### config.mk
export PLATFORM = sky130hd
export DESIGN_NAME = store_port
export DESIGN_NICKNAME = d
export VERILOG_FILES = /design/src/hw/mem_pkg.sv /design/src/hw/store_port.sv
export SDC_FILE = /design/constraint.sdc
export NUM_CORES = 1
export LEC_CHECK = 0
export BUFFER_PORTS_ARGS = -buffer_cell sky130_fd_sc_hd__clkbuf_2
export CORE_MARGIN = 1
export CORE_UTILIZATION = 44
export DETAILED_ROUTE_END_ITERATION = 6
export PLACE_DENSITY = 0.8
export SLEW_MARGIN = 20
export SYNTH_ARGS = -nofsm -noshare
export SYNTH_HDL_FRONTEND = slang
export SYNTH_SLANG_ARGS = --single-unit
### constraint.sdc
create_clock -name clk -period 2.52 [get_ports clk]
set_clock_uncertainty 0.1 [all_clocks]
set_input_delay 0.378 -clock clk [delete_from_list [all_inputs] [get_ports clk]]
set_output_delay 0.378 -clock clk [all_outputs]
set_load 0.01 [all_outputs]
### src/hw/mem_pkg.sv
/*
 * Memory subsystem package.
 * Address window, line geometry, AXI response codes, store size
 * codes and the state encoding of the memory slave.
 */
`default_nettype none

package mem_pkg;

    // address window, 4 KiB of word storage
    localparam logic [31:0] base_addr    = 32'h8000_0000;
    localparam int          mem_words    = 1024;
    localparam int          mem_idx_bits = $clog2(mem_words);

    // cache line geometry
    localparam int line_words = 4;
    localparam int line_bits  = line_words * 32;

    // AXI response codes
    localparam logic [1:0] resp_okay   = 2'd0;
    localparam logic [1:0] resp_decerr = 2'd3;

    // store size codes
    localparam logic [1:0] size_byte = 2'd0;
    localparam logic [1:0] size_half = 2'd1;
    localparam logic [1:0] size_word = 2'd2;

    // memory slave states
    localparam logic [2:0] ms_idle    = 3'd0;
    localparam logic [2:0] ms_rd_addr = 3'd1;
    localparam logic [2:0] ms_rd_data = 3'd2;
    localparam logic [2:0] ms_wr      = 3'd3;
    localparam logic [2:0] ms_wr_resp = 3'd4;

endpackage

`default_nettype wire

### src/hw/store_port.sv
/*
 * Store write master.
 * Turns a byte, half-word or word store into one AXI write beat,
 * replicating the data into every lane and enabling only the lanes
 * selected by size and address offset.
 */
`timescale 1ns/1ps
`default_nettype none

module store_port import mem_pkg::*; (
    input  wire         clk,
    input  wire         reset,

    // request side
    input  wire         st_req,
    input  wire  [31:0] st_addr,
    input  wire  [31:0] st_data,
    input  wire  [1:0]  st_size,
    output logic        st_busy,
    output logic        st_done,
    output logic        st_err,

    // AXI write
    output logic [31:0] awaddr,
    output logic        awvalid,
    input  wire         awready,
    output logic [31:0] wdata,
    output logic [3:0]  wstrb,
    output logic        wvalid,
    output logic        wlast,
    input  wire         wready,
    input  wire         bvalid,
    input  wire  [1:0]  bresp,
    output logic        bready
);

    logic        start;
    logic        b_fire;
    logic [3:0]  lane_strb;
    logic [31:0] lane_data;

    assign start  = st_req && !st_busy;
    assign b_fire = bvalid && bready;
    assign bready = st_busy;
    // every write is a single beat
    assign wlast  = wvalid;

    always_comb begin
        case (st_size)
            size_byte: begin
                lane_strb = 4'b0001 << st_addr[1:0];
                lane_data = {4{st_data[7:0]}};
            end
            size_half: begin
                // halves sit at even offsets
                lane_strb = st_addr[1] ? 4'b1100 : 4'b0011;
                lane_data = {2{st_data[15:0]}};
            end
            size_word: begin
                lane_strb = 4'b1111;
                lane_data = st_data;
            end
            default: begin
                // reserved size writes no lane
                lane_strb = 4'b0000;
                lane_data = st_data;
            end
        endcase
    end

    always_ff @(posedge clk) begin
        if (reset) begin
            st_busy <= 1'b0;
            st_done <= 1'b0;
            awvalid <= 1'b0;
            wvalid  <= 1'b0;
        end else begin
            st_done <= 1'b0;
            if (start) begin
                st_busy <= 1'b1;
                awvalid <= 1'b1;
                wvalid  <= 1'b1;
            end else begin
                if (awvalid && awready) begin
                    awvalid <= 1'b0;
                end
                if (wvalid && wready) begin
                    wvalid <= 1'b0;
                end
            end
            if (b_fire) begin
                st_busy <= 1'b0;
                st_done <= 1'b1;
            end
        end
    end

    always_ff @(posedge clk) begin
        if (start) begin
            awaddr <= st_addr;
            wdata  <= lane_data;
            wstrb  <= lane_strb;
        end
        if (b_fire) begin
            st_err <= (bresp != resp_okay);
        end
    end

endmodule

`default_nettype wire

After elaboration in Yosys (flattened, before gate mapping)
Cells that the tools add are included.
- logic and storage cells: 29
- input bits: 74
- output and inout port bits: 75
- register bits: 73
- reduce and logical (&&, ||, !) cells: 10
- shift operators: 1
- equality and inequality tests: 2
- mux-type cells: 8
- operators with widths (kind ; number):
    $pmux 32 s2 ; 1
    $pmux 4 s3 ; 1
    $reduce_bool 2->1 ; 3
    $mux 1 ; 5
    $logic_and 1x1->1 ; 4
    $mux 4 ; 1
    $shl 1x2->4 const A ; 1
    $eq 2x1->1 const B ; 1
    $eq 2x2->1 const B ; 1
    $logic_not 2->1 ; 1
    $reduce_or 2->1 ; 1
    $logic_not 1->1 ; 1

Logic depth before layout (Yosys ltp)
Gate-level depths: netlist of run 1.
- depth after elaboration: 3
- gate-level depth with buffers: 4
- depth with buffers taken out: 3

Worst setup path before layout of run 1
OpenSTA, ideal clock, no wires.
- path kind: register -> register
- start: register st_busy, in the netlist bready
- end: register awaddr[0] (enable)
- arrival: 1861 ps
- cell stages (with the launch flop): 3
- path buffers: 0
- period minus slack after synthesis: 2383 ps
- setup slack: 137 ps
- setup time: 422 ps
- cell sequence: dfxtp_1 -> nand2b_1 -> inv_1
- cells in the longest elaborated chain, start to end: 2
- ends and longest elaborated chain (what ; line ; source):
    from (decl) ; store_port.sv:19 ; output logic st_busy,
    from (signal assigned) ; store_port.sv:73 ; st_busy <= 1'b0;
    from (signal assigned) ; store_port.sv:80 ; st_busy <= 1'b1;
    from (signal assigned) ; store_port.sv:92 ; st_busy <= 1'b0;
    $logic_not 1->1 ; store_port.sv:42 ; assign start = st_req && !st_busy;
    $logic_and 1x1->1 ; store_port.sv:42 ;
    via start ; store_port.sv:37 ; logic start;
    to (signal assigned) ; store_port.sv:100 ; awaddr <= st_addr;
    to (decl) ; store_port.sv:24 ; output logic [31:0] awaddr,
The timed path passes the listed nets, and every way through them passes these cells.
A chain may end at the register's enable or synchronous reset.

Final worst setup path of run 1
- start: register st_busy, in the netlist bready
- end: register awaddr[6] (enable)
Same word-level chain as after synthesis.

==> results.yml, run 1 <==
grt:
  grt_usage_pct: 17.30
  grt_pass1_vias: 1640
  grt_max_degree: 69
  antenna_found_initial: 0
  grt_overflow: 0
  grt_pass1_wl_um: 7845
clock_network:
  ctsHtreeMaxLevel: 3
  cts_resized: 0
  root_buffer: "clkbuf_8"
  clkSinkCount: 73
  cts_setup_buffers: 0
  cts_tree: "built"
  cts_buffers: 9
  clockBufferDepth: 2
  postCtsHoldBufs: 0
  insertion_delay_ps: 330
  clkTransAtPathRegs_ps: 70
cells_and_area:
  areaGrowthSynthToFinish_pct: 38.72
  utilization_pct: 62.99
  drive_gt1_share_pct: 61.00
  stdcell_count: 375
  fillers: 450
  nets: 370
  diodes: 0
synthesis:
  synth-seq-area-share_pct: 80.52
  yosysTopAreaCell: "edfxtp_1"
  syn_nets: 216
  synth_area_leaders: "edfxtp_1 78%, mux2_2 6.7%, mux2i_1 3.7%, dfxtp_1 3.0%, o21ai_0 1.9%"
  synth_area_mm2: 0.002673
  synth_common_cells: "69 x edfxtp_1, 16 x mux2_2, 10 x mux2i_1, 10 x o21ai_0, 8 x nand2_1"
  synth_flop_cell: "edfxtp_1"
  synth_top_area_share_pct: 77.53
  ys_ff_latch: 73
  yosysUniqueCellTypes: 19
  synth-edff-count: 69
  postSynth.asyncResetShare_pct: 0
  netlist_instances: 142
  yosysMostFrequentCell: "edfxtp_1"
  syn_area_per_cell_um2: 18.82
  synth_warnings: 0
sta:
  drv_slew: 0
  rsz0062_at_grt: "no"
  max_freq_ghz: 0.7044
  setup_viol: 0
  finalCritPeriodShare_pct: 56.33
  period_minus_slack_ps: 1420
  hold_viol_final: 0
  worst_slew_margin_rel_pct: 67.30
  fin_setup_tns_ps: 0
  hold_slack_ps: 118.9
  worst_slew_pin_slew_ps: 490.5
critical_path:
  critPathMaxFanout: 68
  critical_path.top_delay_family: "buffers and inverters"
  crit_chain: "nand2b_1 > inv_2 > buf_12"
  cp-start-kind: "flop"
  crit_path_end_kind: "flop"
  critPathMaxStageDelay_ps: 350
  path_buf_inv: 2
  slowest_stage: "dfxtp_1"
  cp.arrival_ps: 1310
  worst_ep_required_time_ps: 2410
  crit_type: "reg2reg"
power:
  power.density_mw_per_mm2: 748.7
  power_uw: 2776
  peakVddDrop_mv: 0.4881
  power.leakage_uw: 0.001633
detailed_routing:
  drc: 0
  routed.top_layer: "met4"
  wl_per_cell_um: 14.28
  wl_met3_um: 488
  wirelength_um: 5354
  ant_nets: 0
  vias: 1757
  drtIter0Drc: 66
  via_per_inst: 4.685
  drt-met1-wl_um: 2164
  drt_pass1_iterations: 4
  wl_met2_um: 2645
placed_design:
  place.gp.congestion: 0.7109
  hpwlAfterDp_um: 3905
  dp_cells: 360
  portBuffers: 148
die:
  start_util_pct: 45.41
  core_area_mm2: 0.005886
  dieArea_mm2: 0.006390
  die_x_um: 79.94
  io-pin-count: 149
  die_y_um: 79.94
  std_cell_rows: 28
worst_hold_path:
  hold_class: "in2reg"
status:
  status: "finished clean"
run:
  maxCapViolCount: 0
[kinds of logic after synthesis]
family | count (synthesis) | share of synthesized area (%)
DFF | 73 | 80.52
muxes | 26 | 10.49
and+or+nand+nor | 18 | 3.511
AOI/OAI and AO/OA | 16 | 2.996
buffers and inverters | 9 | 2.481
[final cells by class]
cell class	instances	area, um^2	share of cell area, %
Tap cell	75	93.84	2.531
Sequential cell	73	2152	58.05
Timing Repair Buffer	150	768.2	20.72
Clock buffer	9	123.9	3.341
Inverter	2	7.507	0.2025
Multi-Input combinational cell	60	454.2	12.25
Clock inverter	6	107.6	2.902
[path summary, 6_finish.rpt]
path / start / endpoint / slack (ps) / cells after the start
worst max-delay path: bready$_SDFFE_PP0P_ / awaddr[6]$_DFFE_PP_ / 1100 / 3
worst min register to register: awvalid$_SDFFE_PP0P_ / awvalid$_SDFFE_PP0P_ / 380 / 2
worst min-delay path: st_addr[13] / awaddr[13]$_DFFE_PP_ / 120 / 1
worst max register to register: bready$_SDFFE_PP0P_ / awaddr[6]$_DFFE_PP_ / 1100 / 3
[through the flow]
stage / cell area, um^2 / worst slack [ps]
after floorplan: 2673 / 136.9
after global placement: 3476 / 798.6
after detailed placement: 3476 / 751.6
after CTS: 3707 / 1114
after global routing: 3707 / 1021
final: 3707 / 1100
[flip-flops by register name, indices dropped and copies added, names as in the netlist]
signal,flops
wstrb,4
bready,1
st_done,1
wlast,1
awvalid,1
st_err,1
awaddr,32
wdata,32
[power by group]
group          internal (uW)  total, uW  switching [uW]  leakage (uW)
logic                    129        282             153      0.000823
registers               1420       1440            21.6      0.000693
clock network            648       1050             400      0.000117
total                   2200       2780             575       0.00163
[layout by cell type (no fill, tap or decap)]
cell type	Yosys	routed
clkinv_2	0	1
buf_12	0	1
clkbuf_8	0	9
inv_1	2	1
and2_1	1	1
clkinv_1	0	1
nand2_1	8	8
nor2b_1	1	1
mux2i_1	10	10
clkinv_4	0	1
nand2b_1	4	4
edfxtp_1	69	69
nor3_1	1	1
inv_2	0	1
o21ai_0	10	10
buf_4	3	1
nor2_4	1	1
a21oi_1	6	6
bufinv_16	0	3
or2_2	1	1
dfxtp_1	4	4
mux2_2	16	16
clkbuf_2	0	148
nor2_1	1	1
[layer usage]
metal	vias up	global-route usage, %
met4	0	7.143
met2	101	28.38
li1	845	-
met3	6	6.286
met1	805	20.57
met5	-	0
(Power assumes the default switching activity.)
==> inputs of run 2 (changes only) <==
==> constraint.sdc (replaced) <==
create_clock -name clk -period 1.35 [get_ports clk]
set_clock_uncertainty 0.1 [all_clocks]
set_input_delay 0.2025 -clock clk [delete_from_list [all_inputs] [get_ports clk]]
set_output_delay 0.2025 -clock clk [all_outputs]
set_load 0.01 [all_outputs]
==> results.yml, run 2 (synthesized netlist as in run 1, its figures left out) <==
clock_network:
  cts_tree: "built"
  clkSinkCount: 73
  clkTransAtPathRegs_ps: 80
  clockBufferDepth: 2
  ctsHtreeMaxLevel: 3
  root_buffer: "clkbuf_8"
  insertion_delay_ps: 340
  cts_buffers: 9
placed_design:
  place.gp.congestion: 0.7376
  dp_cells: 366
  hpwlAfterDp_um: 4231
  portBuffers: 148
detailed_routing:
  ant_nets: 0
  drt_pass1_iterations: 4
  drtIter0Drc: 45
  drc: 0
  via_per_inst: 4.674
  wl_per_cell_um: 14.39
  vias: 1977
  wirelength_um: 6085
critical_path:
  cp-start-kind: "flop"
  worst_ep_required_time_ps: 1290
  r2r-start: "bready$_SDFFE_PP0P_"
  crit_path_end_kind: "flop"
  crit_type: "reg2reg"
  cp.arrival_ps: 1200
  critPathMaxFanout: 26
  cp-startpoint: "bready$_SDFFE_PP0P_"
cells_and_area:
  final_common_cell: "clkbuf_2"
  largest_registers: "awaddr: 32 flops, wdata: 32 flops, wstrb: 4 flops"
  stdcell_count: 423
  fillers: 390
  nets: 417
  final_cell_mix: "148 x clkbuf_2, 69 x edfxtp_1, 41 x dlygate4sd3_1"
  multi_input_area_um2: 461.7
  drive_gt1_share_pct: 55.46
  regArea_mm2: 0.002156
  diodes: 0
  areaGrowthSynthToFinish_pct: 56.79
power:
  p_clk_share_pct: 35.3
  power.leakage_uw: 0.001833
  switchingPower_uw: 1152
  power.density_mw_per_mm2: 1239
  p_comb_share_pct: 12.8
  p_int_uw: 4038
  power_uw: 5190
  pwr-share-seq_pct: 51.9
  swShare_pct: 22.20
  peakVddDrop_mv: 1.247
worst_hold_path:
  hold_start: "bresp[0]"
  hold_class: "in2reg"
sta:
  period_minus_slack_ps: 1266
  rsz0062_at_grt: "no"
  worst_slew_margin_rel_pct: 82.68
  finalCritPeriodShare_pct: 93.78
  drv_slew: 0
  worst_slew_pin_slew_ps: 259.2
  max_freq_ghz: 0.7899
  hold_viol_final: 0
  setup_viol: 0
run:
  maxCapViolCount: 0
die:
  std_cell_rows: 28
  core_area_mm2: 0.005886
  die_x_um: 79.94
  start_util_pct: 45.41
  io-pin-count: 149
  die_y_um: 79.94
  dieArea_mm2: 0.006390
grt:
  grt_pass1_vias: 2055
  grt_overflow: 0
  grt_pass1_wl_um: 9211
  grt_max_degree: 27
  antenna_found_initial: 0
  grt_usage_pct: 20.22
status:
  status: "finished clean"
run 2: changes by cell type in the layout (fill, tap and decap cells not counted), sizes merged:
cell	delta
clkinvlp	+2
buf	+6
clkinv	+1
inv	-1
dlygate4sd3	+41
bufinv	-1
run 2: repair_timing:
action,in CTS,in global routing
hold endpoints to repair,44,0
hold buffers,41,0
setup buffers,0,0
gates resized for setup,0,0
run 2: path summary, 6_finish.rpt:
path                                to  slack, ps  cells past startpoint
setup / recovery  awaddr[25]$_DFFE_PP_         80                      3
hold / removal        st_err$_DFFE_PP_         20                      2
setup reg to reg  awaddr[25]$_DFFE_PP_         80                      3
hold reg to reg     wlast$_SDFFE_PP0P_        400                      2
run 2: per-stage QoR:
| step | hold WS (ps) | setup TNS, ps | cell area, um^2 | utilization (%) | setup WS [ps] |
|---|---|---|---|---|---|
| after floorplan | 171.6 | -41170 | 2688 | - | -605.4 |
| after global placement | 279.4 | 0 | 3561 | 60.50 | 66.34 |
| after detailed placement | 281.3 | 0 | 3561 | 60.50 | 43.65 |
| after CTS | 1.634 | 0 | 4190 | 71.19 | 83.46 |
| after global routing | 1.060 | 0 | 4190 | 71.19 | 46.08 |
| final | 21.03 | 0 | 4190 | 71.19 | 84.03 |
run 2: worst max-delay path, stage by stage, from the launching register on:
cell	delay [ps]
dfxtp_4	360
nand2b_4	160
clkinvlp_4	140
buf_12	190
run 2: layout make-up:
class / instances / share of cell area, %
Sequential cell: 73 / 51.45
Timing Repair Buffer: 197 / 29.80
Multi-Input combinational cell: 60 / 11.02
Inverter: 2 / 0.2687
Clock buffer: 9 / 2.956
Clock inverter: 7 / 2.269
Tap cell: 75 / 2.239
run 2: routing by layer:
metal	vias up	share of wire, %	track usage (%)
met2	96	52	35.98
li1	945	-	-
met3	26	8.1	7.086
met5	-	0	0
met1	910	36	18.84
met4	0	4.2	15.00
run 2: power by group through the flow:
stage | registers (uW) | logic, uW | clock network (uW)
floorplan | 2830 | 175 | 0
global placement | 2740 | 557 | 0
detailed placement | 2750 | 571 | 0
CTS | 2700 | 668 | 1870
global route | 2710 | 720 | 1940
finish | 2690 | 666 | 1830
==> inputs of run 3 (changes only) <==
--- a/config.mk
+++ b/config.mk
@@ -7,9 +7,9 @@
 export LEC_CHECK = 0
 export BUFFER_PORTS_ARGS = -buffer_cell sky130_fd_sc_hd__clkbuf_2
 export CORE_MARGIN = 1
-export CORE_UTILIZATION = 44
+export CORE_UTILIZATION = 39
 export DETAILED_ROUTE_END_ITERATION = 6
-export PLACE_DENSITY = 0.8
+export PLACE_DENSITY = 0.75
 export SLEW_MARGIN = 20
 export SYNTH_ARGS = -nofsm -noshare
 export SYNTH_HDL_FRONTEND = slang
==> constraint.sdc (replaced) <==
create_clock -name clk -period 1.1 [get_ports clk]
set_clock_uncertainty 0.1 [all_clocks]
set_input_delay 0.165 -clock clk [delete_from_list [all_inputs] [get_ports clk]]
set_output_delay 0.165 -clock clk [all_outputs]
set_load 0.01 [all_outputs]
==> results.yml, run 3 (synthesized netlist as in run 1, its figures left out) <==
sta:
  hold_viol_final: 0
  worst_slew_pin_slew_ps: 159.7
  setup_viol: 124
  drv_slew: 0
  worst_slew_margin_rel_pct: 89.05
  rsz0062_at_grt: "yes"
  max_freq_ghz: 0.8241
  finalWorstSetupSlack_ps: -113.4
  hold_slack_ps: 18.20
  finalCritPeriodShare_pct: 110.3
  period_minus_slack_ps: 1213
grt:
  grt_max_degree: 36
  antenna_found_initial: 0
  grt_overflow: 0
  grt_pass1_vias: 2120
  grt_pass1_wl_um: 9929
  grt_usage_pct: 18.67
power:
  power_uw: 6206
  power.density_mw_per_mm2: 1443
  power.leakage_uw: 0.001880
  peakVddDrop_mv: 0.7586
clock_network:
  clkTransAtPathRegs_ps: 70
  ctsHtreeMaxLevel: 3
  insertion_delay_ps: 330
  cts_tree: "built"
  clockBufferDepth: 2
  cts_buffers: 9
  clkSinkCount: 73
  root_buffer: "clkbuf_8"
die:
  io-pin-count: 149
  die_y_um: 84.78
  std_cell_rows: 29
  dieArea_mm2: 0.007188
  core_area_mm2: 0.006495
  start_util_pct: 41.15
  die_x_um: 84.78
critical_path:
  crit_path_end_kind: "flop"
  worst_ep_required_time_ps: 1030
  crit_chain: "nand2b_4 > clkinvlp_4 > buf_12"
  slowest_stage: "dfxtp_4"
  cp.arrival_ps: 1150
  crit_type: "reg2reg"
  r2r-start: "bready$_SDFFE_PP0P_"
  critPathMaxFanout: 33
  critPathMaxStageDelay_ps: 340
  cp-start-kind: "flop"
  rrSetupSlack_ps: -110
  reg2reg_depth: 3
  r2r-end: "awaddr[23]$_DFFE_PP_"
run:
  maxCapViolCount: 0
worst_hold_path:
  hold_end: "wdata[30]$_DFFE_PP_"
  whs_path_depth: 3
  hold_class: "in2reg"
  hold_start: "st_data[30]"
cells_and_area:
  final_cell_mix: "133 x clkbuf_2, 69 x edfxtp_1, 50 x dlygate4sd3_1"
  drive_gt1_share_pct: 53.98
  multi_input_area_um2: 491.7
  largest_registers: "awaddr: 32 flops, wdata: 32 flops, wstrb: 4 flops"
  final_common_cell: "clkbuf_2"
  areaGrowthSynthToFinish_pct: 60.91
  nets: 421
  fin_area_mm2: 0.004300
  utilization_pct: 66.21
  regArea_mm2: 0.002161
  fillers: 445
  diodes: 0
placed_design:
  portBuffers: 148
  place.gp.congestion: 0.7469
  hpwlAfterDp_um: 4352
  pre_cts_ws_ps: -125.3
  dpl_cell_area_mm2: 0.003616
detailed_routing:
  drc: 15
  wl_per_cell_um: 15.33
  drtIter0Drc: 63
  vias: 1992
  wirelength_um: 6575
  via_per_inst: 4.643
  ant_nets: 0
  drt_pass1_iterations: 7
status:
  status: "complete, but fails checks"
  violations: "DRC, setup timing"
[run 3: cell count changes in the layout (fill, tap and decap cells not counted), moves of 2 or more]
cell,before,now
o21ai_1,0,3
buf_2,0,3
dfxtp_1,3,1
mux2_2,16,8
clkbuf_2,148,133
buf_6,0,4
buf_4,5,8
mux2_4,0,8
dlygate4sd3_1,41,50
o21ai_0,10,7
[run 3: through the flow]
step / std cells / setup TNS, ps
final: 429 / -8089
after CTS: 437 / -9895
after global routing: 429 / -12670
after floorplan: 142 / -59090
after detailed placement: 371 / -9516
after global placement: 371 / -8219
[run 3: area by class of cell]
class                      count  area share, %
inverter                       2         0.2619
clock buffer                   9          2.880
timing repair buffer         201          31.31
multi-input combinational     60          11.43
clock inverter                 7          1.629
sequential                    73          50.25
tap                           77          2.240
[run 3: routing by layer]
metal  vias up  part of all wire (%)  track usage, %
met1       917                    36           18.88
met2       114                    53           34.59
met4         0                   1.8           8.320
met3        12                   9.0           6.391
met5         -                     0               0
li1        949                     -               -
[run 3: how the worst max path moves through the flow]
stage                         from                    to  slack (ps)
2_1_floorplan  bready$_SDFFE_PP0P_   awaddr[0]$_DFFE_PP_        -860
3_3_place_gp            st_size[1]   wdata[12]$_DFFE_PP_        -120
3_5_place_dp            st_size[0]   wdata[11]$_DFFE_PP_        -130
4_1_cts        bready$_SDFFE_PP0P_  awaddr[22]$_DFFE_PP_        -120
5_1_grt        bready$_SDFFE_PP0P_   awaddr[4]$_DFFE_PP_        -140
6_report       bready$_SDFFE_PP0P_  awaddr[23]$_DFFE_PP_        -110
[run 3: power by group]
group          internal [uW]  switching, uW  total, uW
clock network           1050            974       2020
logic                    467            405        872
registers               3260           55.9       3310
total                   4770           1430       6210
[run 3: timing repair]
action                                  4_1_cts  5_1_grt
setup buffers                                 0        0
pin swaps                                     0        1
hold endpoints to repair                     49        0
hold buffers                                 50        0
resized for setup                             2       15
endpoints found under the setup margin      142      155
[run 3: worst max-delay path: cells and delay by family (launching register included)]
family / cells / cell delay, ps
AND/OR/NAND/NOR: 1 / 140
flip-flops: 1 / 340
buffers and inverters: 2 / 310
